## src/rtl/l1_pkg.sv

```systemverilog
// Shared types and default sizes for the L1 data cache.
// Imported by every cache module and by the testbench.

package l1_pkg;

    // ====================
    // coherence and control states
    // ====================

    // INVALID must stay zero so that reset clears lines
    typedef enum logic [1:0] {
        INVALID   = 2'b00,
        SHARED    = 2'b01,
        EXCLUSIVE = 2'b10,
        MODIFIED  = 2'b11
    } mesi_e;

    typedef enum logic [2:0] {
        IDLE       = 3'd0,
        DONE       = 3'd1,
        ARB        = 3'd2,
        WRITEBACK  = 3'd3,
        FILL       = 3'd4,
        INVALIDATE = 3'd5
    } ctrl_state_e;

    // ====================
    // default geometry
    // ====================

    localparam int DEF_NUM_WAYS = 4;
    localparam int DEF_NUM_SETS = 16;
    localparam int DEF_ADDR_WID = 32;
    localparam int DEF_DATA_WID = 32;

    // one word per line
    localparam int OFFSET_WID   = 2;

endpackage

```

## src/rtl/l1_way_array.sv

```systemverilog
// One way of the L1 data cache: tag, MESI state and data per set.
// Looks up the processor and snoop addresses in parallel.

`timescale 1ns/1ps

module l1_way_array
    import l1_pkg::*;
#(
    parameter int NUM_SETS = DEF_NUM_SETS,
    parameter int ADDR_WID = DEF_ADDR_WID,
    parameter int DATA_WID = DEF_DATA_WID
) (
    input  logic                                 clk,
    input  logic                                 rst_n,
    input  logic [ADDR_WID-1:0]                  proc_addr,
    input  logic [ADDR_WID-1:0]                  snoop_addr,
    input  logic                                 wr_en,
    input  logic [$clog2(NUM_SETS)-1:0]          wr_index,
    input  logic [ADDR_WID-$clog2(NUM_SETS)-OFFSET_WID-1:0] wr_tag,
    input  logic [DATA_WID-1:0]                  wr_data,
    input  mesi_e                                wr_state,
    input  logic                                 snoop_inv_en,
    output logic                                 proc_hit,
    output mesi_e                                proc_state,
    output logic [ADDR_WID-$clog2(NUM_SETS)-OFFSET_WID-1:0] proc_tag,
    output logic [DATA_WID-1:0]                  proc_data,
    output logic                                 snoop_hit
);

    localparam int INDEX_WID = $clog2(NUM_SETS);
    localparam int TAG_WID   = ADDR_WID - INDEX_WID - OFFSET_WID;

    logic [TAG_WID-1:0]  tag_mem   [NUM_SETS];
    logic [DATA_WID-1:0] data_mem  [NUM_SETS];
    mesi_e               state_mem [NUM_SETS];

    logic [INDEX_WID-1:0] proc_index;
    logic [INDEX_WID-1:0] snoop_index;

    assign proc_index  = proc_addr[OFFSET_WID +: INDEX_WID];
    assign snoop_index = snoop_addr[OFFSET_WID +: INDEX_WID];

    // lookups, INVALID never hits
    assign proc_state = state_mem[proc_index];
    assign proc_tag   = tag_mem[proc_index];
    assign proc_data  = data_mem[proc_index];
    assign proc_hit   = (proc_state != INVALID) &&
                        (proc_tag == proc_addr[ADDR_WID-1 -: TAG_WID]);
    assign snoop_hit  = (state_mem[snoop_index] != INVALID) &&
                        (tag_mem[snoop_index] == snoop_addr[ADDR_WID-1 -: TAG_WID]);

    always_ff @(posedge clk) begin
        if (!rst_n) begin
            for (int s = 0; s < NUM_SETS; s++) begin
                state_mem[s] <= INVALID;
            end
        end else if (snoop_inv_en && snoop_hit) begin
            state_mem[snoop_index] <= INVALID;
        end else if (wr_en) begin
            state_mem[wr_index] <= wr_state;
        end
    end

    always_ff @(posedge clk) begin
        if (wr_en) begin
            tag_mem[wr_index]  <= wr_tag;
            data_mem[wr_index] <= wr_data;
        end
    end

    // controller serializes snoops against its own array writes
    a_no_wr_snoop_clash: assert property (@(posedge clk) disable iff (!rst_n)
        !(wr_en && snoop_inv_en && (wr_index == snoop_index)))
        else $error("array write and snoop invalidate hit the same set");

endmodule

```

## src/rtl/l1_way_select.sv

```systemverilog
// Reduces the per-way lookups to one hit and one victim.
// Holds the per-set round-robin pointers used when no way is free.

`timescale 1ns/1ps

module l1_way_select
    import l1_pkg::*;
#(
    parameter int NUM_WAYS = DEF_NUM_WAYS,
    parameter int NUM_SETS = DEF_NUM_SETS,
    parameter int ADDR_WID = DEF_ADDR_WID,
    parameter int DATA_WID = DEF_DATA_WID
) (
    input  logic                clk,
    input  logic                rst_n,
    input  logic [ADDR_WID-1:0] proc_addr,
    input  logic [NUM_WAYS-1:0] way_hit,
    input  mesi_e               way_state [NUM_WAYS],
    input  logic [ADDR_WID-$clog2(NUM_SETS)-OFFSET_WID-1:0] way_tag [NUM_WAYS],
    input  logic [DATA_WID-1:0] way_data [NUM_WAYS],
    input  logic [NUM_WAYS-1:0] way_snoop_hit,
    input  logic                victim_advance,
    output logic                hit,
    output logic [NUM_WAYS-1:0] hit_way,
    output mesi_e               hit_state,
    output logic [DATA_WID-1:0] hit_data,
    output logic [NUM_WAYS-1:0] victim_way,
    output mesi_e               victim_state,
    output logic [ADDR_WID-$clog2(NUM_SETS)-OFFSET_WID-1:0] victim_tag,
    output logic [DATA_WID-1:0] victim_data,
    output logic                snoop_hit_any
);

    localparam int INDEX_WID = $clog2(NUM_SETS);
    localparam int WAY_WID   = $clog2(NUM_WAYS);

    logic [WAY_WID-1:0]   rr_ptr [NUM_SETS];
    logic [INDEX_WID-1:0] proc_index;
    logic [WAY_WID-1:0]   hit_idx;
    logic [WAY_WID-1:0]   inv_idx;
    logic [WAY_WID-1:0]   victim_idx;
    logic                 any_invalid;

    assign proc_index = proc_addr[OFFSET_WID +: INDEX_WID];

    // walk down so the lowest matching way wins
    always_comb begin
        hit_idx     = '0;
        inv_idx     = '0;
        any_invalid = 1'b0;
        for (int i = NUM_WAYS - 1; i >= 0; i--) begin
            if (way_hit[i]) begin
                hit_idx = WAY_WID'(i);
            end
            if (way_state[i] == INVALID) begin
                inv_idx     = WAY_WID'(i);
                any_invalid = 1'b1;
            end
        end
    end

    assign hit           = |way_hit;
    assign hit_way       = way_hit;
    assign hit_state     = way_state[hit_idx];
    assign hit_data      = way_data[hit_idx];
    assign snoop_hit_any = |way_snoop_hit;

    assign victim_idx   = any_invalid ? inv_idx : rr_ptr[proc_index];
    assign victim_way   = NUM_WAYS'(1) << victim_idx;
    assign victim_state = way_state[victim_idx];
    assign victim_tag   = way_tag[victim_idx];
    assign victim_data  = way_data[victim_idx];

    // pointer only moves when a valid line was replaced
    always_ff @(posedge clk) begin
        if (!rst_n) begin
            for (int s = 0; s < NUM_SETS; s++) begin
                rr_ptr[s] <= '0;
            end
        end else if (victim_advance && !any_invalid) begin
            if (rr_ptr[proc_index] == WAY_WID'(NUM_WAYS - 1)) begin
                rr_ptr[proc_index] <= '0;
            end else begin
                rr_ptr[proc_index] <= rr_ptr[proc_index] + 1'b1;
            end
        end
    end

    a_hit_onehot: assert property (@(posedge clk) disable iff (!rst_n)
        $onehot0(way_hit))
        else $error("address present in more than one way");

endmodule

```

## src/rtl/l1_access_ctrl.sv

```systemverilog
// Access controller of the L1 data cache.
// Serves CPU hits and snoop invalidations from IDLE, and runs the
// level-2 writeback, fill and invalidate transactions for the rest.

`timescale 1ns/1ps

module l1_access_ctrl
    import l1_pkg::*;
#(
    parameter int NUM_WAYS = DEF_NUM_WAYS,
    parameter int NUM_SETS = DEF_NUM_SETS,
    parameter int ADDR_WID = DEF_ADDR_WID,
    parameter int DATA_WID = DEF_DATA_WID
) (
    input  logic                clk,
    input  logic                rst_n,
    // cpu port
    input  logic                cpu_rd,
    input  logic                cpu_wr,
    input  logic [ADDR_WID-1:0] cpu_addr,
    input  logic [DATA_WID-1:0] cpu_wdata,
    output logic [DATA_WID-1:0] cpu_rdata,
    output logic                cpu_done,
    // level-2 port
    output logic                lv2_req,
    input  logic                lv2_gnt,
    output logic                lv2_rd,
    output logic                lv2_wr,
    output logic [ADDR_WID-1:0] lv2_addr,
    output logic [DATA_WID-1:0] lv2_wdata,
    input  logic [DATA_WID-1:0] lv2_rdata,
    input  logic                lv2_rdata_valid,
    input  logic                lv2_shared,
    input  logic                lv2_wr_done,
    output logic                bus_rd,
    output logic                bus_rdx,
    output logic                invalidate,
    input  logic                inv_done,
    // snoop port
    input  logic                snoop_inv,
    output logic                inv_ack,
    // lookup results
    input  logic                hit,
    input  logic [NUM_WAYS-1:0] hit_way,
    input  mesi_e               hit_state,
    input  logic [DATA_WID-1:0] hit_data,
    input  logic [NUM_WAYS-1:0] victim_way,
    input  mesi_e               victim_state,
    input  logic [ADDR_WID-$clog2(NUM_SETS)-OFFSET_WID-1:0] victim_tag,
    input  logic [DATA_WID-1:0] victim_data,
    input  logic                snoop_hit_any,
    // array write port
    output logic [NUM_WAYS-1:0] wr_way,
    output logic [$clog2(NUM_SETS)-1:0] wr_index,
    output logic [ADDR_WID-$clog2(NUM_SETS)-OFFSET_WID-1:0] wr_tag,
    output logic [DATA_WID-1:0] wr_data,
    output mesi_e               wr_state,
    output logic                snoop_inv_en,
    output logic                victim_advance
);

    localparam int INDEX_WID = $clog2(NUM_SETS);
    localparam int TAG_WID   = ADDR_WID - INDEX_WID - OFFSET_WID;

    ctrl_state_e state;
    logic        cpu_req;
    logic        fast_hit;
    logic        fast_wr;
    logic        fill_done;

    assign cpu_req   = cpu_rd || cpu_wr;
    // reads hit anywhere, writes only without a bus transaction
    assign fast_hit  = hit && (cpu_rd || hit_state inside {EXCLUSIVE, MODIFIED});
    assign fast_wr   = (state == IDLE) && !snoop_inv && cpu_wr && fast_hit;
    assign fill_done = (state == FILL) && lv2_rdata_valid;

    assign wr_index = cpu_addr[OFFSET_WID +: INDEX_WID];
    assign wr_tag   = cpu_addr[ADDR_WID-1 -: TAG_WID];

    // ====================
    // FSM
    // ====================

    always_ff @(posedge clk) begin
        if (!rst_n) begin
            state    <= IDLE;
            cpu_done <= 1'b0;
            inv_ack  <= 1'b0;
        end else begin
            cpu_done <= 1'b0;
            inv_ack  <= 1'b0;
            case (state)
                IDLE: begin
                    if (snoop_inv) begin
                        inv_ack <= 1'b1;
                        state   <= DONE;
                    end else if (cpu_req && fast_hit) begin
                        cpu_done <= 1'b1;
                        state    <= DONE;
                    end else if (cpu_req) begin
                        state <= ARB;
                    end
                end
                ARB: begin
                    // a hit here is a write to a SHARED line
                    if (lv2_gnt) begin
                        if (hit) begin
                            state <= INVALIDATE;
                        end else if (victim_state == MODIFIED) begin
                            state <= WRITEBACK;
                        end else begin
                            state <= FILL;
                        end
                    end
                end
                WRITEBACK: begin
                    if (lv2_wr_done) begin
                        state <= FILL;
                    end
                end
                FILL: begin
                    if (lv2_rdata_valid) begin
                        cpu_done <= 1'b1;
                        state    <= DONE;
                    end
                end
                INVALIDATE: begin
                    if (inv_done) begin
                        cpu_done <= 1'b1;
                        state    <= DONE;
                    end
                end
                DONE:    state <= IDLE;
                default: state <= IDLE;
            endcase
        end
    end

    always_ff @(posedge clk) begin
        if ((state == IDLE) && cpu_rd && hit) begin
            cpu_rdata <= hit_data;
        end else if (fill_done) begin
            cpu_rdata <= lv2_rdata;
        end
    end

    // ====================
    // level-2 outputs
    // ====================

    assign lv2_req    = state inside {ARB, WRITEBACK, FILL, INVALIDATE};
    assign lv2_wr     = (state == WRITEBACK);
    assign lv2_rd     = (state == FILL);
    assign bus_rd     = (state == FILL) && !cpu_wr;
    assign bus_rdx    = (state == FILL) && cpu_wr;
    assign invalidate = (state == INVALIDATE);
    assign lv2_wdata  = victim_data;

    // writeback goes to the victim's own line address
    assign lv2_addr = (state == WRITEBACK) ?
                      {victim_tag, wr_index, {OFFSET_WID{1'b0}}} :
                      {wr_tag, wr_index, {OFFSET_WID{1'b0}}};

    // ====================
    // array write port
    // ====================

    assign snoop_inv_en   = (state == IDLE) && snoop_inv && snoop_hit_any;
    assign victim_advance = fill_done;

    always_comb begin
        wr_way   = '0;
        wr_data  = cpu_wdata;
        wr_state = MODIFIED;
        if (fast_wr) begin
            wr_way = hit_way;
        end else if (fill_done) begin
            wr_way = victim_way;
            if (!cpu_wr) begin
                wr_data  = lv2_rdata;
                wr_state = lv2_shared ? SHARED : EXCLUSIVE;
            end
        end else if ((state == INVALIDATE) && inv_done) begin
            wr_way = hit_way;
        end
    end

    a_rd_wr_excl: assert property (@(posedge clk) disable iff (!rst_n)
        !(lv2_rd && lv2_wr))
        else $error("lv2_rd and lv2_wr high together");

    a_bus_excl: assert property (@(posedge clk) disable iff (!rst_n)
        !(bus_rd && bus_rdx))
        else $error("bus_rd and bus_rdx high together");

endmodule

```

## src/rtl/l1_dcache_top.sv

```systemverilog
// Top level of the L1 data cache.
// Connects the access controller, the way arrays and the way selector.

`timescale 1ns/1ps

module l1_dcache_top
    import l1_pkg::*;
#(
    parameter int NUM_WAYS = DEF_NUM_WAYS,
    parameter int NUM_SETS = DEF_NUM_SETS,
    parameter int ADDR_WID = DEF_ADDR_WID,
    parameter int DATA_WID = DEF_DATA_WID
) (
    input  logic                clk,
    input  logic                rst_n,
    input  logic                cpu_rd,
    input  logic                cpu_wr,
    input  logic [ADDR_WID-1:0] cpu_addr,
    input  logic [DATA_WID-1:0] cpu_wdata,
    output logic [DATA_WID-1:0] cpu_rdata,
    output logic                cpu_done,
    output logic                lv2_req,
    input  logic                lv2_gnt,
    output logic                lv2_rd,
    output logic                lv2_wr,
    output logic [ADDR_WID-1:0] lv2_addr,
    output logic [DATA_WID-1:0] lv2_wdata,
    input  logic [DATA_WID-1:0] lv2_rdata,
    input  logic                lv2_rdata_valid,
    input  logic                lv2_shared,
    input  logic                lv2_wr_done,
    output logic                bus_rd,
    output logic                bus_rdx,
    output logic                invalidate,
    input  logic                inv_done,
    input  logic                snoop_inv,
    input  logic [ADDR_WID-1:0] snoop_addr,
    output logic                inv_ack
);

    localparam int INDEX_WID = $clog2(NUM_SETS);
    localparam int TAG_WID   = ADDR_WID - INDEX_WID - OFFSET_WID;

    // array write port
    logic [NUM_WAYS-1:0]  wr_way;
    logic [INDEX_WID-1:0] wr_index;
    logic [TAG_WID-1:0]   wr_tag;
    logic [DATA_WID-1:0]  wr_data;
    mesi_e                wr_state;
    logic                 snoop_inv_en;
    logic                 victim_advance;

    // per-way lookups
    logic [NUM_WAYS-1:0]  way_hit;
    mesi_e                way_state [NUM_WAYS];
    logic [TAG_WID-1:0]   way_tag   [NUM_WAYS];
    logic [DATA_WID-1:0]  way_data  [NUM_WAYS];
    logic [NUM_WAYS-1:0]  way_snoop_hit;

    // selector results
    logic                 hit;
    logic [NUM_WAYS-1:0]  hit_way;
    mesi_e                hit_state;
    logic [DATA_WID-1:0]  hit_data;
    logic [NUM_WAYS-1:0]  victim_way;
    mesi_e                victim_state;
    logic [TAG_WID-1:0]   victim_tag;
    logic [DATA_WID-1:0]  victim_data;
    logic                 snoop_hit_any;

    l1_access_ctrl #(
        .NUM_WAYS (NUM_WAYS),
        .NUM_SETS (NUM_SETS),
        .ADDR_WID (ADDR_WID),
        .DATA_WID (DATA_WID)
    ) l1_access_ctrl_inst (
        .clk             (clk),
        .rst_n           (rst_n),
        .cpu_rd          (cpu_rd),
        .cpu_wr          (cpu_wr),
        .cpu_addr        (cpu_addr),
        .cpu_wdata       (cpu_wdata),
        .cpu_rdata       (cpu_rdata),
        .cpu_done        (cpu_done),
        .lv2_req         (lv2_req),
        .lv2_gnt         (lv2_gnt),
        .lv2_rd          (lv2_rd),
        .lv2_wr          (lv2_wr),
        .lv2_addr        (lv2_addr),
        .lv2_wdata       (lv2_wdata),
        .lv2_rdata       (lv2_rdata),
        .lv2_rdata_valid (lv2_rdata_valid),
        .lv2_shared      (lv2_shared),
        .lv2_wr_done     (lv2_wr_done),
        .bus_rd          (bus_rd),
        .bus_rdx         (bus_rdx),
        .invalidate      (invalidate),
        .inv_done        (inv_done),
        .snoop_inv       (snoop_inv),
        .inv_ack         (inv_ack),
        .hit             (hit),
        .hit_way         (hit_way),
        .hit_state       (hit_state),
        .hit_data        (hit_data),
        .victim_way      (victim_way),
        .victim_state    (victim_state),
        .victim_tag      (victim_tag),
        .victim_data     (victim_data),
        .snoop_hit_any   (snoop_hit_any),
        .wr_way          (wr_way),
        .wr_index        (wr_index),
        .wr_tag          (wr_tag),
        .wr_data         (wr_data),
        .wr_state        (wr_state),
        .snoop_inv_en    (snoop_inv_en),
        .victim_advance  (victim_advance)
    );

    // ====================
    // way arrays
    // ====================

    for (genvar w = 0; w < NUM_WAYS; w++) begin : g_way
        l1_way_array #(
            .NUM_SETS (NUM_SETS),
            .ADDR_WID (ADDR_WID),
            .DATA_WID (DATA_WID)
        ) l1_way_array_inst (
            .clk          (clk),
            .rst_n        (rst_n),
            .proc_addr    (cpu_addr),
            .snoop_addr   (snoop_addr),
            .wr_en        (wr_way[w]),
            .wr_index     (wr_index),
            .wr_tag       (wr_tag),
            .wr_data      (wr_data),
            .wr_state     (wr_state),
            .snoop_inv_en (snoop_inv_en),
            .proc_hit     (way_hit[w]),
            .proc_state   (way_state[w]),
            .proc_tag     (way_tag[w]),
            .proc_data    (way_data[w]),
            .snoop_hit    (way_snoop_hit[w])
        );
    end

    l1_way_select #(
        .NUM_WAYS (NUM_WAYS),
        .NUM_SETS (NUM_SETS),
        .ADDR_WID (ADDR_WID),
        .DATA_WID (DATA_WID)
    ) l1_way_select_inst (
        .clk            (clk),
        .rst_n          (rst_n),
        .proc_addr      (cpu_addr),
        .way_hit        (way_hit),
        .way_state      (way_state),
        .way_tag        (way_tag),
        .way_data       (way_data),
        .way_snoop_hit  (way_snoop_hit),
        .victim_advance (victim_advance),
        .hit            (hit),
        .hit_way        (hit_way),
        .hit_state      (hit_state),
        .hit_data       (hit_data),
        .victim_way     (victim_way),
        .victim_state   (victim_state),
        .victim_tag     (victim_tag),
        .victim_data    (victim_data),
        .snoop_hit_any  (snoop_hit_any)
    );

endmodule

```

## config.mk

```make
export PLATFORM = sky130hd
export DESIGN_NAME = l1_dcache_top
export DESIGN_NICKNAME = d
export VERILOG_FILES = /design/src/rtl/l1_pkg.sv /design/src/rtl/l1_way_array.sv /design/src/rtl/l1_way_select.sv /design/src/rtl/l1_access_ctrl.sv /design/src/rtl/l1_dcache_top.sv
export SDC_FILE = /design/constraint.sdc
export NUM_CORES = 2
export LEC_CHECK = 0
export BUFFER_PORTS_ARGS = -buffer_cell sky130_fd_sc_hd__buf_2
export CORE_ASPECT_RATIO = 1.25
export CORE_MARGIN = 2
export CORE_UTILIZATION = 57
export DETAILED_ROUTE_END_ITERATION = 8
export GPL_ROUTABILITY_DRIVEN = 0
export PLACE_DENSITY = 0.78
export SETUP_SLACK_MARGIN = 0.4
export SLEW_MARGIN = 0
export SYNTH_ARGS = -nofsm -noshare
export SYNTH_HDL_FRONTEND = slang
export SYNTH_HIERARCHICAL = 1
export SYNTH_SLANG_ARGS = --single-unit
```

## constraint.sdc

```tcl
create_clock -name clk -period 10.8 [get_ports clk]
set_clock_uncertainty 0.15 [all_clocks]
set_input_delay 0.54 -clock clk [delete_from_list [all_inputs] [get_ports clk]]
set_output_delay 0.54 -clock clk [all_outputs]
set_load 0.02 [all_outputs]
```

==> flow_summary.html <==
<table>
<tr><th>Metric</th><th>Value</th></tr>
<tr><th colspan="2">Critical path</th></tr>
<tr><td>End point of the critical path</td><td>g_way[0].l1_way_array_inst/data_mem[1][2]$_DFFE_PP_</td></tr>
<tr><td>Startpoint of the most critical setup path</td><td>cpu_addr[2]</td></tr>
<tr><td>Endpoint class of the critical path</td><td>flop</td></tr>
<tr><td>Count of cells along the worst register-to-register path</td><td>16</td></tr>
<tr><td>Critical-path maximum fanout</td><td>93</td></tr>
<tr><td>Crit Reg-Reg Endpoint</td><td>g_way[0].l1_way_array_inst/data_mem[1][2]$_DFFE_PP_</td></tr>
<tr><td>Critical register-to-register path startpoint</td><td>g_way[2].l1_way_array_inst/tag_mem[14][19]$_DFFE_PP_</td></tr>
<tr><td>Kind of start point of the critical path</td><td>input pin</td></tr>
<tr><td>WP data required</td><td>11.21 ns</td></tr>
<tr><td>CP Class</td><td>input pin to flop</td></tr>
<tr><td>CP arrival</td><td>8.32 ns</td></tr>
<tr><td>Worst reg2reg setup slack</td><td>3.60 ns</td></tr>
<tr><th colspan="2">Min path</th></tr>
<tr><td>Cell depth of the worst min-delay path</td><td>2</td></tr>
<tr><td>Hold path startpoint</td><td>snoop_inv</td></tr>
<tr><td>Worst hold path type</td><td>input pin to flop</td></tr>
<tr><th colspan="2">Final layout</th></tr>
<tr><td>Share of final-layout standard cells stronger than drive strength 1</td><td>0.312</td></tr>
<tr><td>Footprint of the flip-flops and latches</td><td>117000 um2</td></tr>
<tr><td>Nets</td><td>8832</td></tr>
<tr><td>Filler Cells Inserted</td><td>19000</td></tr>
<tr><td>Most common cell after layout, fill and taps aside</td><td>sky130_fd_sc_hd__edfxtp_1</td></tr>
<tr><td>Area growth syn-to-layout</td><td>11.2%</td></tr>
<tr><td>Multi-input combinational cell area</td><td>51900 um2</td></tr>
<tr><td>Commonest non-fill, non-tap cells in the layout</td><td>sky130_fd_sc_hd__edfxtp_1, sky130_fd_sc_hd__mux4_2, sky130_fd_sc_hd__mux2i_1</td></tr>
<tr><td>Post-layout instance count excluding filler cells</td><td>13000</td></tr>
<tr><th colspan="2">Clocking</th></tr>
<tr><td>Inserted Clock Buffers</td><td>373</td></tr>
<tr><td>CTS sink count</td><td>3909</td></tr>
<tr><td>H-tree Lvls</td><td>5</td></tr>
<tr><td>CTS tree</td><td>done</td></tr>
<tr><td>Buffer type at the clock tree root</td><td>sky130_fd_sc_hd__clkbuf_16</td></tr>
<tr><td>Clock input transition at the sequential cells of the worst setup and hold paths</td><td>0.06 ns</td></tr>
<tr><td>Total of cells resized after clock tree synthesis</td><td>0</td></tr>
<tr><td># Post-CTS Setup Buffers</td><td>0</td></tr>
<tr><td>Clock latency at the later pin of the worst-skew pair</td><td>0.93 ns</td></tr>
<tr><td>Longest Clk Path Bufs</td><td>4</td></tr>
<tr><th colspan="2">Synthesis</th></tr>
<tr><td>Total number of yosys warnings</td><td>6</td></tr>
<tr><td>Post-synthesis cell area</td><td>172000 um2</td></tr>
<tr><td>Average cell area after synthesis</td><td>20.5 um2</td></tr>
<tr><td>Post-Synthesis Cells</td><td>8382</td></tr>
<tr><th colspan="2">Power and ir drop</th></tr>
<tr><td>Overall power</td><td>0.0327 W</td></tr>
<tr><td>Worst supply voltage drop on vdd</td><td>0.000168 V</td></tr>
<tr><td>PD cells</td><td>171 nW/um2</td></tr>
<tr><td>Standby leakage power</td><td>60.9 nW</td></tr>
<tr><th colspan="2">Global route</th></tr>
<tr><td>Gr ovfl total</td><td>0</td></tr>
<tr><td>First-pass GRT wire length</td><td>736 mm</td></tr>
<tr><td>Maximum number of pins on one net before global-route repair</td><td>133</td></tr>
<tr><td>Antenna violations before repair</td><td>57</td></tr>
<tr><td>Number of global-route vias before repair</td><td>98800</td></tr>
<tr><td>GRT Resource Usage Total</td><td>0.344</td></tr>
<tr><th colspan="2">Drt</th></tr>
<tr><td>DR vias/cell</td><td>7.45</td></tr>
<tr><td>Detailed-route via count</td><td>97000</td></tr>
<tr><td>Detailed Routing Iterations Pass 1</td><td>9</td></tr>
<tr><td>Final routed wirelength across all metal layers</td><td>528 mm</td></tr>
<tr><td>Violation count after the first detailed-route iteration</td><td>15400</td></tr>
<tr><td>Remaining design rule violation count</td><td>1</td></tr>
<tr><td>Number of nets with antenna violations after routing</td><td>0</td></tr>
<tr><td>Detailed-route wire length per cell</td><td>40.6 um</td></tr>
<tr><th colspan="2">Placed design</th></tr>
<tr><td>Number of cells after detailed placement</td><td>12300</td></tr>
<tr><td>Buffers added on ports</td><td>235</td></tr>
<tr><td>Total half-perimeter wirelength after legalization and detailed placement</td><td>298 mm</td></tr>
<tr><th colspan="2">STA</th></tr>
<tr><td>Final setup violation count</td><td>0</td></tr>
<tr><td>Slew @ Worst Pin</td><td>1.40 ns</td></tr>
<tr><td>Fin Setup TNS</td><td>0 ns</td></tr>
<tr><td>Unrepaired setup endpoints after global routing</td><td>false</td></tr>
<tr><td>Final min period</td><td>7.90 ns</td></tr>
<tr><td>Share of the clock period used by the worst path after layout</td><td>0.732</td></tr>
<tr><td>Maximum frequency from static timing analysis</td><td>127 MHz</td></tr>
<tr><td>Max-Slew Margin vs Limit</td><td>0.0683</td></tr>
<tr><td>Number of failing hold endpoints at the final stage</td><td>0</td></tr>
<tr><td>Max Transition Viols Final</td><td>0</td></tr>
<tr><th colspan="2">Floorplan</th></tr>
<tr><td>Overall die area</td><td>306000 um2</td></tr>
<tr><td>Die outline height</td><td>618 um</td></tr>
<tr><td>Initial core utilization</td><td>0.573</td></tr>
<tr><td>Width of the chip</td><td>495 um</td></tr>
<tr><td>Number of standard-cell rows in the floorplan</td><td>225</td></tr>
<tr><td>Placeable core region</td><td>300000 um2</td></tr>
<tr><td>Number of top-level design ports</td><td>242</td></tr>
<tr><th colspan="2">Job</th></tr>
<tr><td>Count of maximum capacitance violations</td><td>0</td></tr>
<tr><th colspan="2">Outcome</th></tr>
<tr><td>Result of the run</td><td>finished with violations</td></tr>
<tr><td>Failing checks</td><td>DRC</td></tr>
</table>
==> power breakdown <==
part	switching [W]	leakage, nW	total (W)	internal, W
sequential	0.0000161	35.3	0.0167	0.0167
combinational	0.00194	19.8	0.00295	0.00101
clock	0.00579	5.78	0.0130	0.00724
==> timing repair <==
| item | in CTS | in global routing |
|---|---|---|
| endpoints found under the hold margin | 35 | 0 |
| setup endpoints to repair | 0 | 0 |
| hold buffers | 37 | 0 |
==> worst min path at each step <==
stage | endpoint | slack (ns)
finish | l1_access_ctrl_inst/inv_ack$_SDFF_PN0_ | 0.09
global route | l1_access_ctrl_inst/inv_ack$_SDFF_PN0_ | 0.04
CTS | l1_access_ctrl_inst/inv_ack$_SDFF_PN0_ | 0.003
detailed placement | l1_access_ctrl_inst/state[1]$_SDFFE_PN0P_ | 0.43
global placement | l1_access_ctrl_inst/state[1]$_SDFFE_PN0P_ | 0.41
floorplan | l1_access_ctrl_inst/state[1]$_SDFFE_PN0P_ | 0.38
==> registers in the layout, summed over array words and instances, names as in the netlist <==
register and flops:
g_way.l1_way_array_inst/state_mem 128, l1_access_ctrl_inst/cpu_rdata 32, l1_access_ctrl_inst/inv_ack 1, g_way.l1_way_array_inst/tag_mem 1664
l1_access_ctrl_inst/state 3, l1_way_select_inst/rr_ptr 32, g_way.l1_way_array_inst/data_mem 2048, l1_access_ctrl_inst/cpu_done 1
==> stage by stage <==
step           hold slack, ns   util  area, um2  setup slack [ns]
5_1_grt                0.0406  0.637     191000              2.97
3_5_place_dp            0.427  0.596     179000              2.25
3_3_place_gp            0.407  0.596     179000              2.32
2_1_floorplan           0.381      -     172000             0.469
4_1_cts               0.00337  0.637     191000              3.17
6_report               0.0934  0.637     191000              2.90
==> critical path: stages <==
cell and delay [ns]:
sky130_fd_sc_hd__buf_12 0.64, sky130_fd_sc_hd__buf_12 0.54, sky130_fd_sc_hd__mux4_2 0.64, sky130_fd_sc_hd__mux4_2 0.58
sky130_fd_sc_hd__xnor2_1 0.61, sky130_fd_sc_hd__o2111ai_1 0.47, sky130_fd_sc_hd__nor4_1 0.40, sky130_fd_sc_hd__buf_4 0.24
sky130_fd_sc_hd__a21oi_1 0.08, sky130_fd_sc_hd__nor2_4 0.23, sky130_fd_sc_hd__mux4_2 0.30, sky130_fd_sc_hd__or2_2 0.12
sky130_fd_sc_hd__a31oi_1 0.21, sky130_fd_sc_hd__nor2_1 0.61, sky130_fd_sc_hd__or3b_2 0.66, sky130_fd_sc_hd__nor2_4 0.63
sky130_fd_sc_hd__buf_12 0.40
==> per-layer routing <==
layer / track usage / routed length [um]
met5: 0 / 194
met4: 0.245 / 44200
met3: 0.0940 / 72800
met2: 0.543 / 252000
met1: 0.411 / 159000
==> final cells by class <==
| class | instances | area share |
|---|---|---|
| tap | 3972 | 0.0260 |
| inverter | 14 | 0.000275 |
| timing repair buffer | 570 | 0.0269 |
| clock inverter | 230 | 0.0111 |
| antenna | 40 | 0.000523 |
| multi-input combinational | 3825 | 0.271 |
| clock buffer | 449 | 0.0510 |
| sequential | 3909 | 0.613 |
(Power assumes the default switching activity.)
